**src/source/st_glue_pkg.sv**
```systemverilog
// shared types, slot codes and constants of the st bus glue, imported by all rtl blocks
package st_glue_pkg;

	// word address, bits 23 down to 1 of the 68000 bus
	typedef logic [23:1] bus_addr_t;
	typedef logic [15:0] bus_data_t;

	// slot of the current 8 MHz bus cycle as announced by the mmu
	typedef logic [1:0] bus_slot_t;

	localparam bus_slot_t SLOT_PRE    = 2'd0; // cpu precycle
	localparam bus_slot_t SLOT_CPU    = 2'd1; // cpu, blitter or upload
	localparam bus_slot_t SLOT_VIKING = 2'd2; // hires card video fetch
	localparam bus_slot_t SLOT_IDLE   = 2'd3; // unused

	// ram cycle as generated by the mmu
	typedef struct packed {
		bus_addr_t addr;
		bus_data_t data;
		logic      ras_n; // ras0_n & ras1_n
		logic      we_n;
		logic      uds;
		logic      lds;
	} mmu_bus_t;

	// blitter bus master request
	typedef struct packed {
		bus_addr_t addr;
		bus_data_t data;
		logic      read;
		logic      write;
	} master_req_t;

	// one rom image word from the host
	typedef struct packed {
		bus_addr_t addr;
		bus_data_t data;
	} upload_word_t;

	// what the glue sees of the cpu bus
	typedef struct packed {
		bus_addr_t addr;
		logic      as_n;
	} cpu_probe_t;

	// request to the sdram controller
	typedef struct packed {
		bus_addr_t addr;
		bus_data_t data;
		logic      uds;
		logic      lds;
		logic      oe;
		logic      we;
	} mem_req_t;

	// psg channel levels, unsigned
	typedef struct packed {
		logic [7:0] a;
		logic [7:0] b;
		logic [7:0] c;
	} psg_chan_t;

	// two's complement mix for the dac
	typedef struct packed {
		logic [14:0] left;
		logic [14:0] right;
	} audio_mix_t;

	localparam logic [5:0] VIKING_WINDOW       = 6'b110000; // $c00000 window
	localparam int         DEFAULT_VIKING_HITS = 255;

	localparam logic [9:0] PSG_OFFSET = 10'h200; // midpoint of a 10 bit psg sum
	localparam logic [7:0] DMA_OFFSET = 8'h80;   // midpoint of a dma sample

endpackage

```
**src/source/upload_writer.sv**
```systemverilog
// host upload port, takes words by four-phase req/ack and writes each one in a cpu slot
`timescale 1ns/1ps

module upload_writer (
	input  logic                      clk_32,
	input  logic                      xsint,
	input  st_glue_pkg::bus_slot_t    bus_slot_i,
	input  logic                      bus_en_i,
	input  logic                      upload_req_i,
	input  st_glue_pkg::upload_word_t upload_word_i,
	output logic                      upload_ack_o,
	output st_glue_pkg::upload_word_t wr_word_o,
	output logic                      wr_pulse_o
);

	import st_glue_pkg::*;

	typedef enum logic [1:0] {
		ST_IDLE,
		ST_WAIT_SLOT,
		ST_ACK
	} state_t;

	state_t       state_q;
	logic         ack_q;
	logic         pulse_q;
	upload_word_t word_q;

	wire cpu_slot = (bus_slot_i == SLOT_CPU) && bus_en_i;

	// word latch, loaded once per handshake
	always_ff @(posedge clk_32) begin
		if (state_q == ST_IDLE && upload_req_i)
			word_q <= upload_word_i;
	end

	always_ff @(posedge clk_32 or negedge xsint) begin
		if (!xsint) begin
			state_q <= ST_IDLE;
			ack_q   <= 1'b0;
			pulse_q <= 1'b0;
		end else begin
			pulse_q <= 1'b0;
			case (state_q)
				ST_IDLE: begin
					if (upload_req_i)
						state_q <= ST_WAIT_SLOT;
				end
				ST_WAIT_SLOT: begin
					if (cpu_slot) begin
						pulse_q <= 1'b1; // single write strobe
						state_q <= ST_ACK;
					end
				end
				ST_ACK: begin
					ack_q <= 1'b1; // rises the cycle after the pulse
					if (ack_q && !upload_req_i) begin
						ack_q   <= 1'b0;
						state_q <= ST_IDLE;
					end
				end
				default: state_q <= ST_IDLE;
			endcase
		end
	end

	assign upload_ack_o = ack_q;
	assign wr_word_o    = word_q;
	assign wr_pulse_o   = pulse_q;

endmodule

```
**src/source/viking_detect.sv**
```systemverilog
// watches cpu accesses to the hires card window and flags the card as in use
`timescale 1ns/1ps

module viking_detect #(
	parameter int VIKING_HITS = st_glue_pkg::DEFAULT_VIKING_HITS
) (
	input  logic                    clk_32,
	input  logic                    xsint,
	input  logic                    bus_en_i,
	input  st_glue_pkg::cpu_probe_t cpu_i,
	input  logic                    viking_enable_i,
	output logic                    viking_active_o
);

	import st_glue_pkg::*;

	localparam int               CNT_W    = $clog2(VIKING_HITS + 1);
	localparam logic [CNT_W-1:0] HITS_MAX = CNT_W'(VIKING_HITS);

	logic [CNT_W-1:0] hits_q;
	logic             active_q;
	logic             window_hit;

	// a driver hammers the window, a stray probe touches it a few times
	assign window_hit = bus_en_i && !cpu_i.as_n && viking_enable_i &&
		(cpu_i.addr[23:18] == VIKING_WINDOW);

	always_ff @(posedge clk_32 or negedge xsint) begin
		if (!xsint) begin
			hits_q   <= '0;
			active_q <= 1'b0;
		end else begin
			if (window_hit && (hits_q < HITS_MAX))
				hits_q <= hits_q + 1'b1; // saturates at the threshold

			// sticky until reset
			if (hits_q == HITS_MAX)
				active_q <= 1'b1;
		end
	end

	assign viking_active_o = active_q;

endmodule

```
**src/source/bus_slot_mux.sv**
```systemverilog
// sdram request multiplexer, picks the bus master per slot and registers the request
`timescale 1ns/1ps

module bus_slot_mux (
	input  logic                      clk_32,
	input  logic                      xsint,
	input  st_glue_pkg::bus_slot_t    bus_slot_i,
	input  st_glue_pkg::mmu_bus_t     mmu_i,
	input  st_glue_pkg::master_req_t  blit_i,
	input  logic                      blit_has_bus_i,
	input  logic                      upload_active_i,
	input  st_glue_pkg::upload_word_t wr_word_i,
	input  logic                      wr_pulse_i,
	input  logic                      viking_active_i,
	input  st_glue_pkg::bus_addr_t    viking_addr_i,
	input  logic                      viking_read_i,
	output st_glue_pkg::mem_req_t     mem_req_o
);

	import st_glue_pkg::*;

	logic     ras_n_d;
	logic     mmu_oe;
	logic     mmu_we;
	mem_req_t nxt;

	bus_addr_t addr_q;
	bus_data_t data_q;
	logic      uds_q;
	logic      lds_q;
	logic      oe_q;
	logic      we_q;

	// mmu cycle starts on the falling edge of ras
	assign mmu_oe = ras_n_d && !mmu_i.ras_n && mmu_i.we_n && (|mmu_i.addr);
	assign mmu_we = ras_n_d && !mmu_i.ras_n && !mmu_i.we_n;

	always_comb begin
		// mmu owns the bus unless a slot says otherwise
		nxt.addr = mmu_i.addr;
		nxt.data = mmu_i.data;
		nxt.uds  = mmu_i.uds;
		nxt.lds  = mmu_i.lds;
		nxt.oe   = mmu_oe;
		nxt.we   = mmu_we;

		case (bus_slot_i)
			SLOT_CPU: begin
				if (upload_active_i) begin
					nxt.addr = wr_word_i.addr;
					nxt.data = wr_word_i.data;
					nxt.uds  = 1'b1;
					nxt.lds  = 1'b1;
					nxt.oe   = 1'b0;
					nxt.we   = wr_pulse_i; // one write per upload word
				end else if (blit_has_bus_i) begin
					nxt.addr = blit_i.addr;
					nxt.data = blit_i.data;
					nxt.uds  = 1'b1;
					nxt.lds  = 1'b1;
					nxt.oe   = blit_i.read;
					nxt.we   = blit_i.write;
				end
			end
			SLOT_VIKING: begin
				if (viking_active_i && viking_read_i) begin
					nxt.addr = viking_addr_i;
					nxt.uds  = 1'b1;
					nxt.lds  = 1'b1;
					nxt.oe   = 1'b1;
					nxt.we   = 1'b0;
				end
			end
			default: ; // precycle and idle stay with the mmu
		endcase
	end

	// payload
	always_ff @(posedge clk_32) begin
		addr_q <= nxt.addr;
		data_q <= nxt.data;
		uds_q  <= nxt.uds;
		lds_q  <= nxt.lds;
	end

	always_ff @(posedge clk_32 or negedge xsint) begin
		if (!xsint) begin
			ras_n_d <= 1'b1;
			oe_q    <= 1'b0;
			we_q    <= 1'b0;
		end else begin
			ras_n_d <= mmu_i.ras_n;
			oe_q    <= nxt.oe;
			we_q    <= nxt.we;
		end
	end

	assign mem_req_o = '{addr: addr_q, data: data_q, uds: uds_q, lds: lds_q,
		oe: oe_q, we: we_q};

endmodule

```
**src/source/audio_mixer.sv**
```systemverilog
// mixes the psg channels and the dma sound samples into two signed 15 bit sums
`timescale 1ns/1ps

module audio_mixer (
	input  logic                    clk_32,
	input  logic                    xsint,
	input  st_glue_pkg::psg_chan_t  psg_i,
	input  logic [7:0]              dma_left_i,
	input  logic [7:0]              dma_right_i,
	input  logic                    psg_stereo_i,
	output st_glue_pkg::audio_mix_t audio_o
);

	import st_glue_pkg::*;

	logic [9:0]  psg_a;
	logic [9:0]  psg_b;
	logic [9:0]  psg_c;
	logic [9:0]  psg_l;
	logic [9:0]  psg_r;
	logic [14:0] mix_l;
	logic [14:0] mix_r;
	audio_mix_t  mix_q;

	// both sources widened to 15 bits and added, wraps on overflow
	function automatic logic [14:0] mix_chan(input logic [9:0] psg_sum,
		input logic [7:0] dma_smp);
		logic [9:0]  psg_s;
		logic [7:0]  dma_s;
		logic [14:0] psg_w;
		logic [14:0] dma_w;
		psg_s = psg_sum - PSG_OFFSET; // unsigned to two's complement
		dma_s = dma_smp - DMA_OFFSET;
		psg_w = {psg_s[9], psg_s, psg_s[9:6]};
		dma_w = {dma_s[7], dma_s, dma_s[7:2]};
		return psg_w + dma_w;
	endfunction

	assign psg_a = {2'b00, psg_i.a};
	assign psg_b = {2'b00, psg_i.b};
	assign psg_c = {2'b00, psg_i.c};

	// stereo puts a left, c right and b in the middle
	always_comb begin
		if (psg_stereo_i) begin
			psg_l = psg_a + psg_b;
			psg_r = psg_c + psg_b;
		end else begin
			psg_l = psg_a + psg_b + psg_c;
			psg_r = psg_a + psg_b + psg_c;
		end
	end

	assign mix_l = mix_chan(psg_l, dma_left_i);
	assign mix_r = mix_chan(psg_r, dma_right_i);

	always_ff @(posedge clk_32 or negedge xsint) begin
		if (!xsint) begin
			mix_q <= '0;
		end else begin
			mix_q.left  <= mix_l;
			mix_q.right <= mix_r;
		end
	end

	assign audio_o = mix_q;

endmodule

```
**src/source/st_glue_top.sv**
```systemverilog
// top of the memory bus glue, connects upload port, card detect, sdram mux and audio mix
`timescale 1ns/1ps

module st_glue_top #(
	parameter int VIKING_HITS = st_glue_pkg::DEFAULT_VIKING_HITS
) (
	input  logic                      clk_32,
	input  logic                      xsint,
	// mmu slot timing
	input  st_glue_pkg::bus_slot_t    bus_slot_i,
	input  logic                      bus_en_i,     // 8 MHz enable
	// bus masters
	input  st_glue_pkg::mmu_bus_t     mmu_i,
	input  st_glue_pkg::master_req_t  blit_i,
	input  logic                      blit_has_bus_i,
	input  st_glue_pkg::bus_addr_t    viking_addr_i,
	input  logic                      viking_read_i,
	// cpu probe for the card window
	input  st_glue_pkg::cpu_probe_t   cpu_i,
	input  logic                      viking_enable_i,
	// host rom upload
	input  logic                      upload_active_i,
	input  logic                      upload_req_i,
	input  st_glue_pkg::upload_word_t upload_word_i,
	output logic                      upload_ack_o,
	// audio sources
	input  st_glue_pkg::psg_chan_t    psg_i,
	input  logic [7:0]                dma_left_i,
	input  logic [7:0]                dma_right_i,
	input  logic                      psg_stereo_i,
	// results
	output st_glue_pkg::mem_req_t     mem_req_o,
	output logic                      viking_active_o,
	output st_glue_pkg::audio_mix_t   audio_o
);

	import st_glue_pkg::*;

	upload_word_t wr_word;  // latched upload word
	logic         wr_pulse; // one clock per word

	upload_writer upload_writer_i (
		.clk_32        ( clk_32        ),
		.xsint         ( xsint         ),
		.bus_slot_i    ( bus_slot_i    ),
		.bus_en_i      ( bus_en_i      ),
		.upload_req_i  ( upload_req_i  ),
		.upload_word_i ( upload_word_i ),
		.upload_ack_o  ( upload_ack_o  ),
		.wr_word_o     ( wr_word       ),
		.wr_pulse_o    ( wr_pulse      )
	);

	viking_detect #(.VIKING_HITS(VIKING_HITS)) viking_detect_i (
		.clk_32          ( clk_32          ),
		.xsint           ( xsint           ),
		.bus_en_i        ( bus_en_i        ),
		.cpu_i           ( cpu_i           ),
		.viking_enable_i ( viking_enable_i ),
		.viking_active_o ( viking_active_o )
	);

	bus_slot_mux bus_slot_mux_i (
		.clk_32          ( clk_32          ),
		.xsint           ( xsint           ),
		.bus_slot_i      ( bus_slot_i      ),
		.mmu_i           ( mmu_i           ),
		.blit_i          ( blit_i          ),
		.blit_has_bus_i  ( blit_has_bus_i  ),
		.upload_active_i ( upload_active_i ),
		.wr_word_i       ( wr_word         ),
		.wr_pulse_i      ( wr_pulse        ),
		.viking_active_i ( viking_active_o ), // video fetch only once the card is live
		.viking_addr_i   ( viking_addr_i   ),
		.viking_read_i   ( viking_read_i   ),
		.mem_req_o       ( mem_req_o       )
	);

	audio_mixer audio_mixer_i (
		.clk_32       ( clk_32       ),
		.xsint        ( xsint        ),
		.psg_i        ( psg_i        ),
		.dma_left_i   ( dma_left_i   ),
		.dma_right_i  ( dma_right_i  ),
		.psg_stereo_i ( psg_stereo_i ),
		.audio_o      ( audio_o      )
	);

endmodule

```
**config.mk**
```make
export PLATFORM = sky130hd
export DESIGN_NAME = st_glue_top
export DESIGN_NICKNAME = d
export VERILOG_FILES = /design/src/source/st_glue_pkg.sv /design/src/source/upload_writer.sv /design/src/source/viking_detect.sv /design/src/source/bus_slot_mux.sv /design/src/source/audio_mixer.sv /design/src/source/st_glue_top.sv
export SDC_FILE = /design/constraint.sdc
export NUM_CORES = 1
export LEC_CHECK = 0
export BUFFER_PORTS_ARGS = -buffer_cell sky130_fd_sc_hd__buf_2
export CORE_MARGIN = 5
export CORE_UTILIZATION = 54
export CTS_BUF_LIST = sky130_fd_sc_hd__clkbuf_4 sky130_fd_sc_hd__clkbuf_8
export DETAILED_ROUTE_END_ITERATION = 7
export PLACE_DENSITY = 0.89
export SKIP_CTS_REPAIR_TIMING = 1
export SLEW_MARGIN = 5
export SYNTH_ARGS = -nofsm -noshare
export SYNTH_HDL_FRONTEND = slang
export SYNTH_HIERARCHICAL = 1
export SYNTH_SLANG_ARGS = --single-unit
```
**constraint.sdc**
```tcl
create_clock -name clk_32 -period 5 [get_ports clk_32]
set_input_delay 0.5 -clock clk_32 [delete_from_list [all_inputs] [get_ports clk_32]]
set_output_delay 0.5 -clock clk_32 [all_outputs]
set_load 0.05 [all_outputs]
```
Yosys cells after proc, flatten, opt, wreduce, memory -nomap -nowiden
Index checks and enable logic that the tools add are counted.

Add/subtract/negate cells: 10. Multipliers: 0. Div/mod/pow operators: 0. Magnitude comparators: 1. Equality and inequality tests: 9. Shift operators: 0. Multiplexer cells: 16. Bitwise gates (word level): 0. Reductions and logical operators: 19.

Operators by type and width (number): 43-bit 2-to-1 mux (2); 23-bit case mux with 2 select lines (1); 14-bit by 14-bit adder with 15-bit output (2); 23-bit 2-to-1 mux (1); 23-bit OR reduction (1); 10-bit 2-to-1 mux (2); 10-bit subtractor (second input constant) (2); 8-bit by 8-bit adder with 9-bit output (2); 16-bit 2-to-1 mux (1); 8-bit subtractor (second input constant) (2); 1-bit logical AND (12); 10-bit by 8-bit adder with 10-bit output (1); 8-bit by 1-bit adder with 8-bit output (second input constant) (1); 8-bit equality test (second input constant) (1); 8-bit < comparator (second input constant) (1); 4-bit case mux with 2 select lines (1); 6-bit equality test (second input constant) (1); 2-bit 2-to-1 mux (3); 2-bit case mux with 3 select lines (1); 2-bit by 1-bit equality test with 1-bit output (second input constant) (2); 2-bit equality test (second input constant) (2); 1-bit logical NOT (4); 4-bit 2-to-1 mux (1); 2-bit by 1-bit inequality test with 1-bit output (second input constant) (2); other kinds (4) (6).

Register bits after elaboration: 126. Bits in latches: 0. RAM bits: 0. Bits in read-only memories: 0. Input bits: 221. Logic and storage cells: 71. Memories kept: 0.

Logic depth before layout (Yosys ltp)
Depth in word-level cells: 7. Depth in mapped cells: 23. Depth with buffers taken out: 23.

By module
Netlist, hierarchy kept.

By module, submodules not included: audio_mixer (times used 1, cells an instance 337, area each 3100.5 um^2, sequential area each 750.7 um^2); bus_slot_mux (times used 1, cells an instance 229, area each 2163.3 um^2, sequential area each 897.1 um^2); upload_writer (times used 1, cells an instance 54, area each 1346.3 um^2, sequential area each 1271.2 um^2); viking_detect (times used 1, cells an instance 38, area each 456.7 um^2, sequential area each 225.2 um^2).

Worst setup path after synthesis
OpenSTA, ideal clock, no wires.

Path type: in2reg. Start: input port psg_i[8] in the netlist's numbering. End: register audio_mixer_i.mix_q (netlist bit audio_mixer_i/audio_o[29]). Library setup time: 0.101 ns. Arrival time: 4.304 ns. Required time: 4.899 ns. Setup slack: 0.595 ns. Stages on the path: 20. Buffers on the path: 0. Cell sequence: ha_1 inv_1 fa_1 inv_1 a21o_1 a41o_1 nor2_1 xnor2_1 ha_1 or2_2 o32ai_2 mux2i_1 a21bo_2 fa_1 a211o_1 o211ai_1 a21oi_1 o21ai_1 a21boi_1 o32ai_1.

Longest elaborated chain between the ends: 5.

RTL lines: start: declaration (RTL line st_glue_top.sv:27) `input st_glue_pkg::psg_chan_t psg_i,`; 8-bit by 8-bit adder with 9-bit output (*) (RTL line audio_mixer.sv:46, audio_mixer.sv:49); 10-bit by 8-bit adder with 10-bit output (RTL line audio_mixer.sv:49) `psg_l = psg_a + psg_b + psg_c;`; 10-bit 2-to-1 mux (*) (RTL line audio_mixer.sv:45) `if (psg_stereo_i) begin`; 10-bit subtractor (*) (RTL line audio_mixer.sv:32) `psg_s = psg_sum - PSG_OFFSET;`; 14-bit by 14-bit adder with 15-bit output (*) (RTL line audio_mixer.sv:36) `return psg_w + dma_w;`; net audio_mixer_i.mix_l[14] (RTL line audio_mixer.sv:21) `logic [14:0] mix_l;`; end: declaration (RTL line audio_mixer.sv:23) `audio_mix_t mix_q;`.

Mark *: on every way through the listed nets, which the timed path passes. The rest lies on a longest branch. A chain may end at the register's enable or synchronous reset.

Final worst setup path
Ends and elaborated chain as after synthesis.

==> implementation parameters <==
Parameter                              Value

Setup path
  Slowest-stage cell, CP ... fa_1
  Cell class contributing the biggest share of worst-path delay ... compound AO/OA/AOI/OAI gates
  Buf/Inv on CP ... 3
  Delay of the slowest cell on the worst path ... 0.47 ns
  Largest fanout of any net on the critical path ... 3
  Type of the worst setup path ... in -> reg
  CP arrival ... 4.80 ns
  Worst reg2reg setup slack ... 3.19 ns
  Critical path required time ... 5.35 ns
  Type of element capturing the critical path ... register
  Crit path launch type ... primary input
  Cell breakdown of the critical path ... buf_2 -> ha_1 -> inv_1 -> fa_1 -> inv_1 -> a21o_1 -> a41o_1 -> nor2_1 -> xnor2_1 -> ha_1 -> or2_2 -> o32ai_2 -> mux2i_1 -> a21bo_2 -> fa_1 -> a211o_1 -> o211ai_1 -> a21oi_1 -> o21ai_1 -> a21boi_1 -> o32ai_1

Floorplan
  Die span in y ... 124 um
  Die Width ... 124 um
  Die Outline Area ... 15,500 um^2
  Placeable core region ... 12,700 um^2
  Initial cell density of the core ... 0.555
  Top-level port count ... 296
  Site row count ... 41

STA
  Pin slew with the least headroom to its limit ... 1.06 ns
  Setup TNS ... 0 ns
  F_max ... 0.225 GHz
  Final cycle utilization of the critical path ... 0.891
  Hold Fails Final Rpt ... 0
  Max-slew violations ... 0
  Worst-case headroom to the max-slew limit ... 0.294
  Worst Skew ... 0.0103 ns
  Final setup violating endpoints ... 0
  Unrepaired setup endpoints after global routing ... false
  Time the final worst path needs with I/O delays and setup ... 4.45 ns

Min path
  Class of the tightest hold or removal check ... in -> reg

CTS
  Number of buffers inserted during clock tree synthesis ... 17
  Clk_lat worst skew ... 0.44 ns
  Clock buffer depth ... 2
  Clock tree sinks ... 126
  Clock slew seen by the registers of the worst setup and hold paths ... 0.07 ns
  TritonCTS clock tree ... built
  Root Buffer ... clkbuf_8
  Depth of the CTS H-tree ... 4

Synth
  Ys async rst share ... 0.365
  Warnings from Yosys ... 6
  Share of Yosys cell area claimed by the top area cell type ... 0.166
  Synthesis-stage register bit count ... 126
  Synthesized netlist net count ... 939
  Number of cells produced by synthesis ... 658
  Fraction of the yosys area taken by sequential cells ... 0.445
  Synth Cell Area ... 7070 um^2
  Yosys cell types ... 74
  Average instance area after synthesis ... 10.7 um^2
  Cells taking the most area after synthesis ... edfxtp_1, dfrtp_1, dfxtp_1, ha_1, a22o_1
  Prevailing post-synth register cell ... dfrtp_1
  Number of flops mapped to enable cells by yosys ... 39
  Yosys top cell by area ... edfxtp_1

Finish
  Layout fillers ... 979
  Net total in the final layout ... 1,211
  Signed area change from the synthesized netlist to the final layout ... 25.9%
  Share of post-route cells with drive strength above 1 ... 0.358
  Share of the core filled with cells ... 0.699

Power and ir drop
  Power per standard cell area ... 437 nW/um^2
  Static Leakage ... 4.33 nW
  Worst vdd ir ... 314 uV

Route
  Routed wirelength normalized by instance count ... 18.4 um
  Antenna-violating nets left ... 0
  DRC violations left ... 2
  Overall via count from detail_route ... 6,340
  Total wire length ... 20.7 mm
  Initial DRT Pass Iterations ... 8
  Via density ... 5.64
  Count of routing violations after the opening detailed-route iteration ... 572

Global route
  Maximum number of pins on one net before global-route repair ... 47
  GRT Total Usage ... 0.259
  Wire length of the first global-routing pass ... 31.8 mm
  Vias in the first global route ... 6,257
  Sum of overflow across all layers after global routing ... 0
  Antenna violations before repair ... 8

Run status
  Violated checks ... DRC
  Run status ... finished with violations

Place
  RePlAce Congestion ... 0.965
  Placed wire-length estimate after detailed placement ... 16.5 mm
  IO Port Bufs ... 278

Job
  Max-cap violations ... 0
## placed cells by master, fill, tap and decap left out, drive strengths merged, types with 9 or more instances in the layout
cell / netlist / layout
buf: 17 / 282
ha: 55 / 55
a22o: 54 / 54
nand2: 45 / 45
dfrtp: 45 / 45
dfxtp: 41 / 41
edfxtp: 39 / 39
o21ai: 38 / 38
xnor2: 32 / 32
inv: 32 / 32
a21oi: 29 / 29
nor2: 26 / 26
a22oi: 24 / 24
clkbuf: 12 / 21
a21o: 19 / 19
xor2: 12 / 12
diode: 0 / 10
nand3: 10 / 10
clkinv: 1 / 9
## final timing paths
| kind | from | end | cells past startpoint |
|---|---|---|---|
| worst min register to register | viking_detect_i/hits_q[3] | viking_detect_i/hits_q[3] | 1 |
| worst min-delay path | mmu_i[3] | bus_slot_mux_i/ras_n_d | 1 |
| worst max-delay path | psg_i[8] | audio_mixer_i/audio_o[29] | 21 |
| min in group asynchronous | xsint | audio_mixer_i/audio_o[11] | 1 |
| worst max register to register | viking_detect_i/viking_active_o | bus_slot_mux_i/addr_q[15] | 3 |
| max in group asynchronous | xsint | viking_detect_i/hits_q[0] | 1 |
## worst reg2reg max path, cell delays in order (launching register included)
cell and delay [ns]:
dfrtp_1 0.40, and3_1 0.87, a22oi_1 0.26, o21ai_1 0.20
## cell type report
cell class | count | area [um^2] | share of cell area
Antenna cell | 10 | 25.0 | 0.00281
Clock buffer | 21 | 264 | 0.0297
Clock inverter | 11 | 71.3 | 0.00802
Inverter | 33 | 124 | 0.0139
Multi-Input combinational cell | 470 | 3630 | 0.408
Sequential cell | 126 | 3140 | 0.353
Tap cell | 172 | 215 | 0.0242
Timing Repair Buffer | 282 | 1420 | 0.160
## registers in the layout (all words and copies together), names as in the netlist, 2 cells and up
| signal | cells |
|---|---|
| upload_writer_i/wr_word_o | 39 |
| audio_mixer_i/audio_o | 30 |
| bus_slot_mux_i/addr_q | 23 |
| bus_slot_mux_i/data_q | 16 |
| viking_detect_i/hits_q | 8 |
| upload_writer_i/state_q | 2 |
## cells by family after synthesis
kind of cell,synth area share
and+or+nand+nor,0.103
DFF,0.445
AOI/OAI and AO/OA,0.231
muxes,0.0140
adders and majority gates,0.112
xor gates and xnor gates,0.0545
buffers and inverters,0.0420
## power breakdown
| group | total, mW | internal, mW | switching (mW) | leakage (nW) |
|---|---|---|---|---|
| combinational | 1.77 | 0.580 | 1.20 | 2.89 |
| clock | 0.756 | 0.358 | 0.398 | 0.168 |
| sequential | 1.35 | 1.29 | 0.0621 | 1.27 |
| total | 3.89 | 2.23 | 1.66 | 4.33 |
## through the flow
step | hold WS [ns] | cell area (um^2) | total power, mW | setup slack (ns) | instances
floorplan | 0.204 | 7070 | 2.69 | 0.595 | 658
global placement | 0.476 | 8540 | 3.10 | 0.253 | 1083
detailed placement | 0.479 | 8540 | 3.14 | 0.155 | 1083
finish | 0.159 | 8900 | 3.89 | 0.546 | 1125
global route | 0.137 | 8890 | 4.09 | 0.200 | 1124
CTS | 0.134 | 8870 | 3.90 | 0.603 | 1115
## cells in the mapped netlist, types with 4 or more instances
cell type,n
dfxtp_1,41
fa_1,5
nor4_1,5
buf_4,7
o31ai_1,4
buf_6,4
xor2_1,12
o21ai_1,26
buf_2,6
dfrtp_1,45
o21bai_1,6
a21oi_1,28
and3_1,8
nor2b_1,7
nor2_1,26
nand3_1,10
nand2b_1,8
a22o_1,54
a22oi_1,24
inv_1,32
nand4_1,4
clkbuf_1,12
o21ai_0,11
mux2_1,4
o22ai_1,4
nand2_1,45
xnor2_1,32
ha_1,55
nor3_1,6
or3_1,5
o21a_1,7
a21o_1,19
edfxtp_1,39
## routing by layer
layer | share of wire | track usage | vias to the layer above
li1 | - | - | 3008
met1 | 0.36 | 0.288 | 2950
met2 | 0.52 | 0.458 | 327
met3 | 0.085 | 0.0716 | 55
met4 | 0.036 | 0.117 | 0
met5 | 0 | 0 | -
Power figures use the tool's default switching activity.
